==> src/logic/noc_cfg_params.svh <==
// *********************************************************************
// bus widths, version label and mailbox depth of the ni register port
// register address map and region codes of the upper address byte
// *********************************************************************
`ifndef NOC_CFG_PARAMS_SVH
`define NOC_CFG_PARAMS_SVH

// host bus widths
`define AXI_DATA_WIDTH     32
`define AXI_ADDR_WIDTH     16

`define NI_VERSION_LABEL   32'h0001_0002  // major 1, minor 2
`define NI_MBOX_DEPTH      4              // mailbox entries

// csr region, offsets inside region 0x00
`define NI_CSR_VERSION     16'h0000       // ro
`define NI_CSR_ROUTER_X    16'h0004       // ro
`define NI_CSR_ROUTER_Y    16'h0008       // ro
`define NI_CSR_IRQ_MASK    16'h000C       // rw, bit 0 only
`define NI_CSR_MBOX_STATUS 16'h0010       // ro, entry count

// mailbox data port, push on write and pop on read
`define NI_MBOX_DATA       16'h0100

// upper address byte
`define NI_REGION_CSR      8'h00
`define NI_REGION_MBOX     8'h01

`endif

==> src/logic/noc_bus_pkg.sv <==
// *********************************************************************
// host bus types of the ni register port
// address and data words, request and response structs
// *********************************************************************
`include "noc_cfg_params.svh"

package noc_bus_pkg;

  // ******************************************************************
  // plain words
  // ******************************************************************
  typedef logic [`AXI_ADDR_WIDTH-1:0] axi_addr_t;  // byte address
  typedef logic [`AXI_DATA_WIDTH-1:0] axi_data_t;  // full word only

  // ******************************************************************
  // access structs
  // ******************************************************************

  // one host access, 49 bits
  typedef struct packed {
    logic      rd_or_wr;  // 1 = write, 0 = read
    axi_addr_t addr;
    axi_data_t wdata;     // ignored on reads
  } csr_req_t;

  // one response, 33 bits
  typedef struct packed {
    axi_data_t rdata;     // zero on writes and errors
    logic      error;
  } csr_rsp_t;

endpackage

==> src/logic/noc_csr_pkg.sv <==
// *********************************************************************
// internal types of the ni register block
// target select, controller states, mailbox count, router id, mask
// *********************************************************************
`include "noc_cfg_params.svh"

package noc_csr_pkg;

  // ******************************************************************
  // controller
  // ******************************************************************

  // decoded target of one access
  typedef enum logic [1:0] {
    TGT_CSR  = 2'd0,  // id, mask and status registers
    TGT_MBOX = 2'd1,  // mailbox data port
    TGT_NONE = 2'd2   // unmapped, answered by the controller
  } target_sel_t;

  // access fsm
  typedef enum logic {
    ST_IDLE = 1'b0,   // ready, waiting for valid
    ST_RESP = 1'b1    // response strobe cycle
  } access_state_t;

  // ******************************************************************
  // register block
  // ******************************************************************
  typedef logic [$clog2(`NI_MBOX_DEPTH+1)-1:0] mbox_count_t;  // 0 .. depth
  typedef logic [7:0]                          router_id_t;   // one mesh axis
  typedef logic [0:0]                          irq_mask_t;

endpackage

==> src/logic/ni_access_ctrl.sv <==
// *********************************************************************
// ni access controller
// region decode, two-state access fsm, target strobes, response mux
// *********************************************************************
`include "noc_cfg_params.svh"

module ni_access_ctrl (
  input  logic                  clk_axi,
  input  logic                  arst_axi,
  // host request side
  input  logic                  valid,
  output logic                  ready,
  input  noc_bus_pkg::csr_req_t req,
  // towards the targets
  output noc_bus_pkg::csr_req_t tgt_req,
  output logic                  csr_rd,
  output logic                  csr_wr,
  output logic                  mbox_rd,
  output logic                  mbox_wr,
  input  noc_bus_pkg::csr_rsp_t csr_rsp,
  input  noc_bus_pkg::csr_rsp_t mbox_rsp,
  // host response side
  output noc_bus_pkg::csr_rsp_t rsp,
  output logic                  rsp_valid
);

  noc_csr_pkg::access_state_t state_q, state_d;
  noc_csr_pkg::target_sel_t   sel_d, sel_q;   // sel_q held for the resp cycle
  logic [7:0]                 region;         // upper address byte
  logic                       accept;

  // ******************************************************************
  // region decode
  // ******************************************************************
  assign region = req.addr[`AXI_ADDR_WIDTH-1 -: 8];

  always_comb begin : region_dec
    sel_d = noc_csr_pkg::TGT_NONE;
    if (region == `NI_REGION_CSR) begin
      sel_d = noc_csr_pkg::TGT_CSR;      // offset checked inside axi_csr
    end else if (region == `NI_REGION_MBOX) begin
      // single data port, low byte must be zero
      if (req.addr == `NI_MBOX_DATA) sel_d = noc_csr_pkg::TGT_MBOX;
    end
  end

  // ******************************************************************
  // handshake and strobes
  // ******************************************************************
  assign ready  = (state_q == noc_csr_pkg::ST_IDLE);
  assign accept = valid && ready;

  // one strobe at most, only in the acceptance cycle
  assign csr_rd  = accept && (sel_d == noc_csr_pkg::TGT_CSR)  && !req.rd_or_wr;
  assign csr_wr  = accept && (sel_d == noc_csr_pkg::TGT_CSR)  &&  req.rd_or_wr;
  assign mbox_rd = accept && (sel_d == noc_csr_pkg::TGT_MBOX) && !req.rd_or_wr;
  assign mbox_wr = accept && (sel_d == noc_csr_pkg::TGT_MBOX) &&  req.rd_or_wr;

  assign tgt_req = req;  // targets sample it with their strobe

  always_comb begin : next_state
    state_d = state_q;
    unique case (state_q)
      noc_csr_pkg::ST_IDLE: if (accept) state_d = noc_csr_pkg::ST_RESP;
      noc_csr_pkg::ST_RESP: state_d = noc_csr_pkg::ST_IDLE;  // fixed 1 cycle
      default:              state_d = noc_csr_pkg::ST_IDLE;
    endcase
  end

  always_ff @(posedge clk_axi or posedge arst_axi) begin
    if (arst_axi) begin
      state_q <= noc_csr_pkg::ST_IDLE;
      sel_q   <= noc_csr_pkg::TGT_NONE;
    end else begin
      state_q <= state_d;
      if (accept) sel_q <= sel_d;
    end
  end

  // ******************************************************************
  // response
  // ******************************************************************
  assign rsp_valid = (state_q == noc_csr_pkg::ST_RESP);

  always_comb begin : rsp_mux
    rsp = '0;
    if (rsp_valid) begin
      unique case (sel_q)
        noc_csr_pkg::TGT_CSR:  rsp = csr_rsp;
        noc_csr_pkg::TGT_MBOX: rsp = mbox_rsp;
        default: begin
          rsp.rdata = '0;   // unmapped region
          rsp.error = 1'b1;
        end
      endcase
    end
  end

  // one target strobe per cycle
  a_one_strobe: assert property (@(posedge clk_axi) disable iff (arst_axi)
    $onehot0({csr_rd, csr_wr, mbox_rd, mbox_wr}));

  // every response strobe comes from an acceptance one cycle earlier
  a_rsp_after_accept: assert property (@(posedge clk_axi) disable iff (arst_axi)
    rsp_valid |-> $past(valid && ready));

endmodule

==> src/logic/axi_csr.sv <==
// *********************************************************************
// ni control and status registers
// version, router coordinates, irq mask, mailbox status and irq line
// *********************************************************************
`include "noc_cfg_params.svh"

module axi_csr #(
  parameter int ROUTER_X_ID = 0,
  parameter int ROUTER_Y_ID = 0
) (
  input  logic                     clk_axi,
  input  logic                     arst_axi,
  input  logic                     rd,          // strobe from controller
  input  logic                     wr,
  input  noc_bus_pkg::csr_req_t    req,
  input  noc_csr_pkg::mbox_count_t mbox_count,  // live fill level
  output noc_bus_pkg::csr_rsp_t    rsp,
  output logic                     irq
);

  localparam noc_csr_pkg::router_id_t router_x = noc_csr_pkg::router_id_t'(ROUTER_X_ID);
  localparam noc_csr_pkg::router_id_t router_y = noc_csr_pkg::router_id_t'(ROUTER_Y_ID);

  noc_csr_pkg::irq_mask_t mask_q;
  noc_bus_pkg::csr_rsp_t  rsp_q, rsp_d;
  noc_bus_pkg::axi_data_t dec_data;    // read mux before error gating
  logic                   hit;         // offset is mapped
  logic                   writable;    // only the mask
  logic                   bad_access;
  logic                   irq_q;

  // ******************************************************************
  // offset decode
  // ******************************************************************
  always_comb begin : csr_dec
    dec_data = '0;
    hit      = 1'b1;
    writable = 1'b0;
    case (req.addr)
      `NI_CSR_VERSION:     dec_data = `NI_VERSION_LABEL;
      `NI_CSR_ROUTER_X:    dec_data = noc_bus_pkg::axi_data_t'(router_x);
      `NI_CSR_ROUTER_Y:    dec_data = noc_bus_pkg::axi_data_t'(router_y);
      `NI_CSR_IRQ_MASK: begin
        dec_data = noc_bus_pkg::axi_data_t'(mask_q);
        writable = 1'b1;
      end
      `NI_CSR_MBOX_STATUS: dec_data = noc_bus_pkg::axi_data_t'(mbox_count);
      default:             hit = 1'b0;     // hole in the map
    endcase
  end

  // unmapped offset, or a write to a ro register
  assign bad_access = !hit || (wr && !writable);

  always_comb begin : rsp_build
    rsp_d.error = bad_access;
    rsp_d.rdata = (rd && !bad_access) ? dec_data : '0;  // writes answer zero
  end

  // ******************************************************************
  // registers
  // ******************************************************************

  // response word, loaded on each strobe
  always_ff @(posedge clk_axi) begin
    if (rd || wr) rsp_q <= rsp_d;
  end

  always_ff @(posedge clk_axi or posedge arst_axi) begin
    if (arst_axi) begin
      mask_q <= '0;
      irq_q  <= 1'b0;
    end else begin
      if (wr && !bad_access) mask_q <= req.wdata[0:0];
      irq_q <= mask_q[0] && (mbox_count != '0);  // level, follows 1 cycle late
    end
  end

  assign rsp = rsp_q;
  assign irq = irq_q;

  // controller never strobes both
  a_rd_wr_excl: assert property (@(posedge clk_axi) disable iff (arst_axi)
    !(rd && wr));

endmodule

==> src/logic/ni_mailbox.sv <==
// *********************************************************************
// ni mailbox
// small circular message fifo behind one host data port
// *********************************************************************
`include "noc_cfg_params.svh"

module ni_mailbox (
  input  logic                     clk_axi,
  input  logic                     arst_axi,
  input  logic                     push,    // host write to data port
  input  logic                     pop,     // host read of data port
  input  noc_bus_pkg::axi_data_t   wdata,
  output noc_bus_pkg::csr_rsp_t    rsp,
  output noc_csr_pkg::mbox_count_t count
);

  localparam int depth = `NI_MBOX_DEPTH;
  localparam int ptr_w = (depth > 1) ? $clog2(depth) : 1;

  noc_bus_pkg::axi_data_t   mem [depth];
  logic [ptr_w-1:0]         wr_ptr_q, rd_ptr_q;
  noc_csr_pkg::mbox_count_t count_q;
  noc_bus_pkg::csr_rsp_t    rsp_q;
  logic                     full, empty;
  logic                     do_push, do_pop;   // legal accesses only

  // wrap at depth, works for any depth
  function automatic logic [ptr_w-1:0] ptr_inc(input logic [ptr_w-1:0] ptr);
    logic [ptr_w-1:0] nxt;
    nxt = (ptr == ptr_w'(depth - 1)) ? '0 : ptr + 1'b1;
    return nxt;
  endfunction

  assign full    = (count_q == noc_csr_pkg::mbox_count_t'(depth));
  assign empty   = (count_q == '0);
  assign do_push = push && !full;    // overflow drops the word
  assign do_pop  = pop && !empty;

  // ******************************************************************
  // storage and response
  // ******************************************************************
  always_ff @(posedge clk_axi) begin
    if (do_push) mem[wr_ptr_q] <= wdata;
  end

  always_ff @(posedge clk_axi) begin
    if (push || pop) begin
      rsp_q.rdata <= do_pop ? mem[rd_ptr_q] : '0;   // oldest word
      rsp_q.error <= (push && full) || (pop && empty);
    end
  end

  // ******************************************************************
  // pointers and fill level
  // ******************************************************************
  always_ff @(posedge clk_axi or posedge arst_axi) begin
    if (arst_axi) begin
      wr_ptr_q <= '0;
      rd_ptr_q <= '0;
      count_q  <= '0;
    end else begin
      if (do_push) wr_ptr_q <= ptr_inc(wr_ptr_q);
      if (do_pop)  rd_ptr_q <= ptr_inc(rd_ptr_q);
      case ({do_push, do_pop})
        2'b10:   count_q <= count_q + 1'b1;
        2'b01:   count_q <= count_q - 1'b1;
        default: count_q <= count_q;    // idle, or both at once
      endcase
    end
  end

  assign rsp   = rsp_q;
  assign count = count_q;

  // fill level bounded by the push/pop gating over time
  a_count_bound: assert property (@(posedge clk_axi) disable iff (arst_axi)
    count_q <= noc_csr_pkg::mbox_count_t'(depth));

endmodule

==> src/logic/ni_csr_top.sv <==
// *********************************************************************
// ni register port top level
// access controller with csr block and mailbox
// *********************************************************************

module ni_csr_top #(
  parameter int ROUTER_X_ID = 0,
  parameter int ROUTER_Y_ID = 0
) (
  input  logic                  clk_axi,
  input  logic                  arst_axi,
  input  logic                  valid,
  output logic                  ready,
  input  noc_bus_pkg::csr_req_t req,
  output noc_bus_pkg::csr_rsp_t rsp,
  output logic                  rsp_valid,
  output logic                  irq
);

  noc_bus_pkg::csr_req_t    tgt_req;
  noc_bus_pkg::csr_rsp_t    csr_rsp, mbox_rsp;
  noc_csr_pkg::mbox_count_t mbox_count;        // mailbox to status reg
  logic                     csr_rd, csr_wr;
  logic                     mbox_rd, mbox_wr;

  // decode and response path
  ni_access_ctrl u_ctrl (
    .clk_axi   (clk_axi),
    .arst_axi  (arst_axi),
    .valid     (valid),
    .ready     (ready),
    .req       (req),
    .tgt_req   (tgt_req),
    .csr_rd    (csr_rd),
    .csr_wr    (csr_wr),
    .mbox_rd   (mbox_rd),
    .mbox_wr   (mbox_wr),
    .csr_rsp   (csr_rsp),
    .mbox_rsp  (mbox_rsp),
    .rsp       (rsp),
    .rsp_valid (rsp_valid)
  );

  axi_csr #(
    .ROUTER_X_ID (ROUTER_X_ID),
    .ROUTER_Y_ID (ROUTER_Y_ID)
  ) u_csr (
    .clk_axi    (clk_axi),
    .arst_axi   (arst_axi),
    .rd         (csr_rd),
    .wr         (csr_wr),
    .req        (tgt_req),
    .mbox_count (mbox_count),
    .rsp        (csr_rsp),
    .irq        (irq)
  );

  // write pushes, read pops
  ni_mailbox u_mbox (
    .clk_axi  (clk_axi),
    .arst_axi (arst_axi),
    .push     (mbox_wr),
    .pop      (mbox_rd),
    .wdata    (tgt_req.wdata),
    .rsp      (mbox_rsp),
    .count    (mbox_count)
  );

endmodule

==> config.mk <==
export PLATFORM = sky130hd
export DESIGN_NAME = ni_csr_top
export DESIGN_NICKNAME = d
export VERILOG_FILES = /design/src/logic/noc_bus_pkg.sv /design/src/logic/noc_csr_pkg.sv /design/src/logic/ni_access_ctrl.sv /design/src/logic/axi_csr.sv /design/src/logic/ni_mailbox.sv /design/src/logic/ni_csr_top.sv
export VERILOG_INCLUDE_DIRS = /design/src /design/src/logic
export SDC_FILE = /design/constraint.sdc
export NUM_CORES = 1
export LEC_CHECK = 0
export BUFFER_PORTS_ARGS = -buffer_cell sky130_fd_sc_hd__buf_2
export CAP_MARGIN = 40
export CORE_MARGIN = 2
export CORE_UTILIZATION = 59
export CTS_CLUSTER_SIZE = 20
export DETAILED_ROUTE_END_ITERATION = 7
export PLACE_DENSITY = 0.78
export SLEW_MARGIN = 20
export SYNTH_ARGS = -nofsm -noshare
export SYNTH_HDL_FRONTEND = slang
export SYNTH_HIERARCHICAL = 1
export SYNTH_SLANG_ARGS = --single-unit
==> constraint.sdc <==
create_clock -name clk_axi -period 2.8 [get_ports clk_axi]
set_input_delay 0.14 -clock clk_axi [delete_from_list [all_inputs] [get_ports clk_axi]]
set_output_delay 0.14 -clock clk_axi [all_outputs]
set_load 0.05 [all_outputs]
# Word level (Yosys, flattened, before mapping)
# Memory sizes are Yosys's and may differ from the RTL's. A register that Yosys moved wholly into a read port is not among the register bits.
# Cells that the tools add are included.
word_totals:
  reg_bits: 46
  mem_bits_rw: 128
  input_bits: 52
  out_inout_bits: 36
  word_cells: 78
  memories: 1
op_classes:
  n_addsub: 4
  eq_ne: 13
  mux: 15
  bitwise_logic: 1
  reduce_logical: 34
memory_table:
  columns: ["memory", "words", "word_bits", "rd", "rd_ports_with_merged_regs", "wr", "line_no", "source"]
  rows:
  - ["u_mbox.mem", 4, 32, 1, 1, 1, "ni_mailbox.sv:20", "noc_bus_pkg::axi_data_t mem [depth];"]
ops:
  columns: ["operator", "count"]
  rows:
  - ["33-bit one-hot mux with 2 select lines", 1]
  - ["17-bit one-hot mux with 3 select lines", 1]
  - ["33-bit 2-to-1 mux", 1]
  - ["16-bit by 4-bit equality test with 1-bit output, second input constant", 2]
  - ["16-bit by 3-bit equality test with 1-bit output, second input constant", 1]
  - ["16-bit by 5-bit equality test with 1-bit output, second input constant", 1]
  - ["16-bit by 9-bit equality test with 1-bit output, second input constant", 1]
  - ["16-bit logical NOT", 1]
  - ["1-bit logical AND", 15]
  - ["2-bit 2-to-1 mux", 5]
  - ["8-bit by 1-bit equality test with 1-bit output, second input constant", 1]
  - ["8-bit logical NOT", 1]
  - ["1-bit logical NOT", 7]
  - ["2-bit by 1-bit equality test with 1-bit output, second input constant", 3]
  - ["2-bit equality test, second input constant", 3]
  - ["3-bit one-hot mux with 2 select lines", 1]
  - ["1-bit 2-to-1 mux", 5]
  - ["5-bit OR reduction", 1]
  - ["2-bit by 1-bit adder with 2-bit output, second input constant", 2]
  - ["2-bit logical NOT", 2]
  - ["1-bit logical OR", 4]
  - ["3-bit by 1-bit adder with 3-bit output, second input constant", 1]
  - ["3-bit equality test, second input constant", 1]
  - ["3-bit logical NOT", 1]
  - ["5 further kinds", 5]

# Depth between registers and ports, before layout
depth:
  depth_word: 11
  depth_mapped: 12

# By module
# The synthesis kept the hierarchy.
by_module_without_submodules:
  columns: ["mod", "n_inst", "cells_per_inst", "area_per_inst_um2"]
  rows:
  - ["ni_mailbox", 1, 279, 6408.6]
  - ["ni_access_ctrl", 1, 146, 1104.8]
  - ["axi_csr", 1, 61, 585.6]

# Least setup slack after synthesis
# OpenSTA, ideal clock, no wires.
synth_timing:
  kind: "reg2reg"
  startpoint: "register u_ctrl.state_q, in the netlist u_ctrl/rsp_valid"
  endpoint: "register u_mbox.count_q[2], in the netlist u_mbox/count[2]"
  arrival_ps: 2711
  t_required_ps: 2720
  setup_slack_ps: 9
  path_stages_with_launch: 13
  path_buffers: 1
  synth_period_minus_slack_ps: 2791
  path_cell_list: "dfrtp_1 > nor2b_2 > nand4_2 > nor3_1 > o31ai_4 > buf_4 > inv_1 > ha_1 > inv_1 > fa_1 > xor2_1 > nor2_1 > xor2_1"
synth_between:
  elab_chain_len: 7
synth_rtl:
  columns: ["element", "line_no", "source"]
  rows:
  - ["start: declaration", "ni_access_ctrl.sv:27", "noc_csr_pkg::access_state_t state_q, state_d;"]
  - ["start signal: assignment", "ni_access_ctrl.sv:72", "state_q <= noc_csr_pkg::ST_IDLE;"]
  - ["start signal: assignment", "ni_access_ctrl.sv:75", "state_q <= state_d;"]
  - ["1-bit inverter (*)", "ni_access_ctrl.sv:50", "assign ready = (state_q == noc_csr_pkg::ST_IDLE);"]
  - ["1-bit logical AND (*)", "ni_access_ctrl.sv:51", "assign accept = valid && ready;"]
  - ["net u_ctrl.accept", "ni_access_ctrl.sv:30", "logic accept;"]
  - ["1-bit logical AND (*) (2 in series)", "ni_access_ctrl.sv:56", "assign mbox_rd = accept && (sel_d == noc_csr_pkg::TGT_MBOX) && !req.rd_or_wr;"]
  - ["net mbox_rd", "ni_csr_top.sv:24", "logic mbox_rd, mbox_wr;"]
  - ["1-bit logical AND (*)", "ni_mailbox.sv:37", "assign do_pop = pop && !empty;"]
  - ["net u_mbox.do_pop", "ni_mailbox.sv:25", "logic do_push, do_pop;"]
  - ["2-bit by 1-bit equality test with 1-bit output or 2-bit equality test (tied branches)", "ni_mailbox.sv:64", "case ({do_push, do_pop})"]
  - ["3-bit one-hot mux with 2 select lines or 2-bit nonzero test (tied branches)", null, null]
  - ["end signal: assignment", "ni_mailbox.sv:65", "2'b10: count_q <= count_q + 1'b1;"]
  - ["end signal: assignment", "ni_mailbox.sv:66", "2'b01: count_q <= count_q - 1'b1;"]
  - ["end signal: assignment", "ni_mailbox.sv:67", "default: count_q <= count_q;"]
  - ["end: declaration", "ni_mailbox.sv:22", "noc_csr_pkg::mbox_count_t count_q;"]
# The timed path passes the listed nets; every way through them passes the cells marked *.
# A chain may end at the register's enable or synchronous reset.

# Final worst setup path
layout_timing:
  startpoint: "register u_ctrl.state_q, in the netlist u_ctrl/rsp_valid"
  endpoint: "register u_mbox.count_q[2], in the netlist u_mbox/count[2]"
layout_between:
  elab_chain_len: 7
layout_rtl:
  columns: ["element", "line_no", "source"]
  rows:
  - ["1-bit inverter (*)", "ni_access_ctrl.sv:50", null]
  - ["1-bit logical AND (*)", "ni_access_ctrl.sv:51", null]
  - ["net u_ctrl.accept", "ni_access_ctrl.sv:30", null]
  - ["1-bit logical AND (*) (2 in series)", "ni_access_ctrl.sv:57", "assign mbox_wr = accept && (sel_d == noc_csr_pkg::TGT_MBOX) && req.rd_or_wr;"]
  - ["net mbox_wr", "ni_csr_top.sv:24", null]
  - ["1-bit logical AND (*)", "ni_mailbox.sv:36", "assign do_push = push && !full;"]
  - ["2-bit by 1-bit equality test with 1-bit output or 2-bit equality test (tied branches)", "ni_mailbox.sv:64", null]
  - ["3-bit one-hot mux with 2 select lines or 2-bit nonzero test (tied branches)", null, null]
# Marks and branches as above.

==> key figures <==
Power and ir drop
  • Sw Ratio: 19.6%
  • Total power: 0.00545 W
  • Clock power share: a little over two fifths
  • Switching pwr: approximately 0.0011 W
  • Seq pwr share: 53.2%
  • P_leak: 3.22 nW
  • Combinational fraction of design power: approximately 2.8%
  • Peak supply drop: slightly above 500 uV
  • Internal power: 0.00438 W
  • Power Density: approximately 590 mW/mm^2

Synth
  • Syn Area/Cell: ~17 sq um
  • Cells after synthesis: 485
  • Post-Synthesis Cell Area: 0.00809 sq mm
  • Synth Warn #: 6

Die
  • Die Ht: 121 um
  • # IOs: 88
  • Core ar.: 0.0133 sq mm
  • Initial Util: 60.9%
  • DIE AREA: about 0.015 sq mm
  • FP Rows: 42
  • DIE WIDTH: 121 um

Clock network
  • Total CTS buffers: 17
  • CTS clk-pin slew, worst paths: 60 ps
  • CTS tree: done
  • Skew-Pair Late Insertion Delay: about 430 ps
  • Clk sinks: between 150 and 200
  • Number of H-tree levels: 4
  • CTS max path bufs: 2
  • CTS Root Cell: clkbuf_16

Setup path
  • Critical path capture point type: flip-flop
  • Worst Path Required: 3090 ps
  • Arr. time, crit path: between 2000 and 3000 ps
  • Top Family by Delay on Critical Path: simple AND/OR/NAND/NOR gates
  • Max incr delay on CP: 420 ps
  • Crit path launch type: flip-flop
  • Critical path fanouts, max: 7
  • Cell Chain, Critical Path: nor2b_2, nand4_2, nor3_1, inv_1, a31oi_4, inv_1, ha_1, inv_1, fa_1, xor2_1, nor2_1, xor2_1
  • Crit-path most repeated cell: inv_1
  • WS Path Type: flip-flop to flip-flop
  • CP max stage cell: dfrtp_1
  • Buf/Inv on CP: 3

Finish
  • Area of the multi-input gates: about 0.0021 sq mm
  • Most frequent cells in the layout: 166 x edfxtp_1, 87 x buf_2, 37 x nor2_1
  • Post-Route Utilization: a little over two thirds
  • Share of post-route cells with drive strength above 1: between 30% and 40%
  • Antenna diodes: 0
  • Non-Filler Instances: around 760
  • Sequential Area: 0.00529 sq mm
  • Layout net count: 629
  • Area delta synth->final: 14.0%
  • Fill cells: 857
  • Commonest non-fill, non-tap cell in the layout: edfxtp_1

Placed design
  • DP Wirelength: 8.53 mm
  • Placed insts: 693
  • Port buffer count: 87
  • Placer Congestion: roughly 0.8

Timing
  • RSZ-0062 raised after global routing: no
  • Final period utilization: 90.2%
  • Worst Tran Pin Value: 567 ps
  • Hold slack: 45.3 ps
  • Final Hold Viols: 0
  • Minimum clock period: 2520 ps
  • Fmax: 0.396 GHz
  • Final setup fails: 0
  • TNS Setup: 0 ps
  • Final Slew Violations: 0
  • Max-slew headroom at the worst pin: between 60% and 70%
  • Max Clock Skew: between 6 and 7 ps

Routing
  • WL final: between 10 and 15 mm
  • DRC violation count after routing: 0
  • Via Count: 3992
  • Routed vias/inst: 5.26
  • Drt pass-1 iters: 4
  • Antenna viol nets, final: 0
  • DRT iter0 DRCs: 227
  • Wire length per cell: roughly 18 um

Global route
  • Total global-route track usage: about 20%
  • Initial antenna violation count: 0
  • Largest net degree at the start of global routing: 36
  • First-pass GRT wire length: between 20 and 25 mm
  • Vias in the first global route: 4191
  • GRT Residual Overflow: 0

Min path
  • Hold WC Path Type: primary input to flip-flop

Run
  • Maxcap violations: 0

Status
  • Outcome: complete, no violations
-- repair_timing --
item | CTS | global route
gates resized for setup | 0 | 1
endpoints found under the setup margin | 0 | 1
hold endpoints to repair | 140 | 0
hold buffers | 33 | 0
buffers inserted | 0 | 0
-- per-layer routing --
metal / vias up / track usage, % / part of all wire, %
li1: 1873 / - / -
met4: 0 / 7.85 / 1.7
met2: 90 / 35.1 / 54
met3: 23 / 4.42 / 3.7
met5: - / 0 / 0
met1: 2006 / 23.0 / 41
-- registers in the layout, summed over array words and instances (netlist names) --
signal / flops
u_csr/mask_q: 1
u_mbox/mem: 128
u_ctrl/rsp_valid: 1
u_ctrl/sel_q: 2
u_mbox/rsp: 33
u_csr/irq: 1
u_mbox/wr_ptr_q: 2
u_mbox/rd_ptr_q: 2
u_csr/rsp: 5
u_mbox/count: 3
-- path summary, 6_finish.rpt --
| path | start | end | slack, ps | depth (start not counted) |
|---|---|---|---|---|
| max in group asynchronous | arst_axi | u_mbox/rd_ptr_q[0]$_DFFE_PP0P_ | 2320 | 3 |
| max reg2reg | u_ctrl/rsp_valid$_DFF_PP0_ | u_mbox/count[2]$_DFFE_PP0P_ | 280 | 12 |
| min | valid | u_ctrl/rsp_valid$_DFF_PP0_ | 50 | 2 |
| min in group asynchronous | arst_axi | u_csr/mask_q$_DFFE_PP0P_ | 130 | 3 |
| max | u_ctrl/rsp_valid$_DFF_PP0_ | u_mbox/count[2]$_DFFE_PP0P_ | 280 | 12 |
| min reg2reg | u_ctrl/rsp_valid$_DFF_PP0_ | u_ctrl/rsp_valid$_DFF_PP0_ | 550 | 1 |
-- stage by stage --
step | instance area [sq um] | setup WS, ps
after floorplan | 8190 | 9.46
after detailed placement | 8270 | 229
after global routing | 9230 | 40.8
after CTS | 9200 | 227
after global placement | 8270 | 372
final | 9230 | 275
-- final cells by class --
type,count,share of cell area (%)
Clock buffer,17,4.61
Inverter,16,0.651
Sequential cell,178,57.3
Timing Repair Buffer,133,10.0
Tap cell,176,2.39
Multi-Input combinational cell,224,23.0
Clock inverter,15,1.97
-- worst reg2reg max path, delay by kind of cell (launching register included) --
family | cells | cell delay, ps
AND/OR/NAND/NOR | 4 | 760
flip-flops | 1 | 420
adder cells (fa/ha/maj) | 2 | 400
XOR/XNOR | 2 | 290
buffers and inverters | 3 | 270
AO/OA/AOI/OAI | 1 | 260
-- power groups by stage --
stage | Combinational [W] | Sequential [W] | Clock [W]
6_report | 0.000154 | 0.00290 | 0.00240
5_1_grt | 0.000169 | 0.00290 | 0.00253
4_1_cts | 0.000153 | 0.00290 | 0.00243
3_5_place_dp | 0.000116 | 0.00295 | 0
3_3_place_gp | 0.000109 | 0.00295 | 0
2_1_floorplan | 0.000128 | 0.00296 | 0
Power figures use the tool's default switching activity.
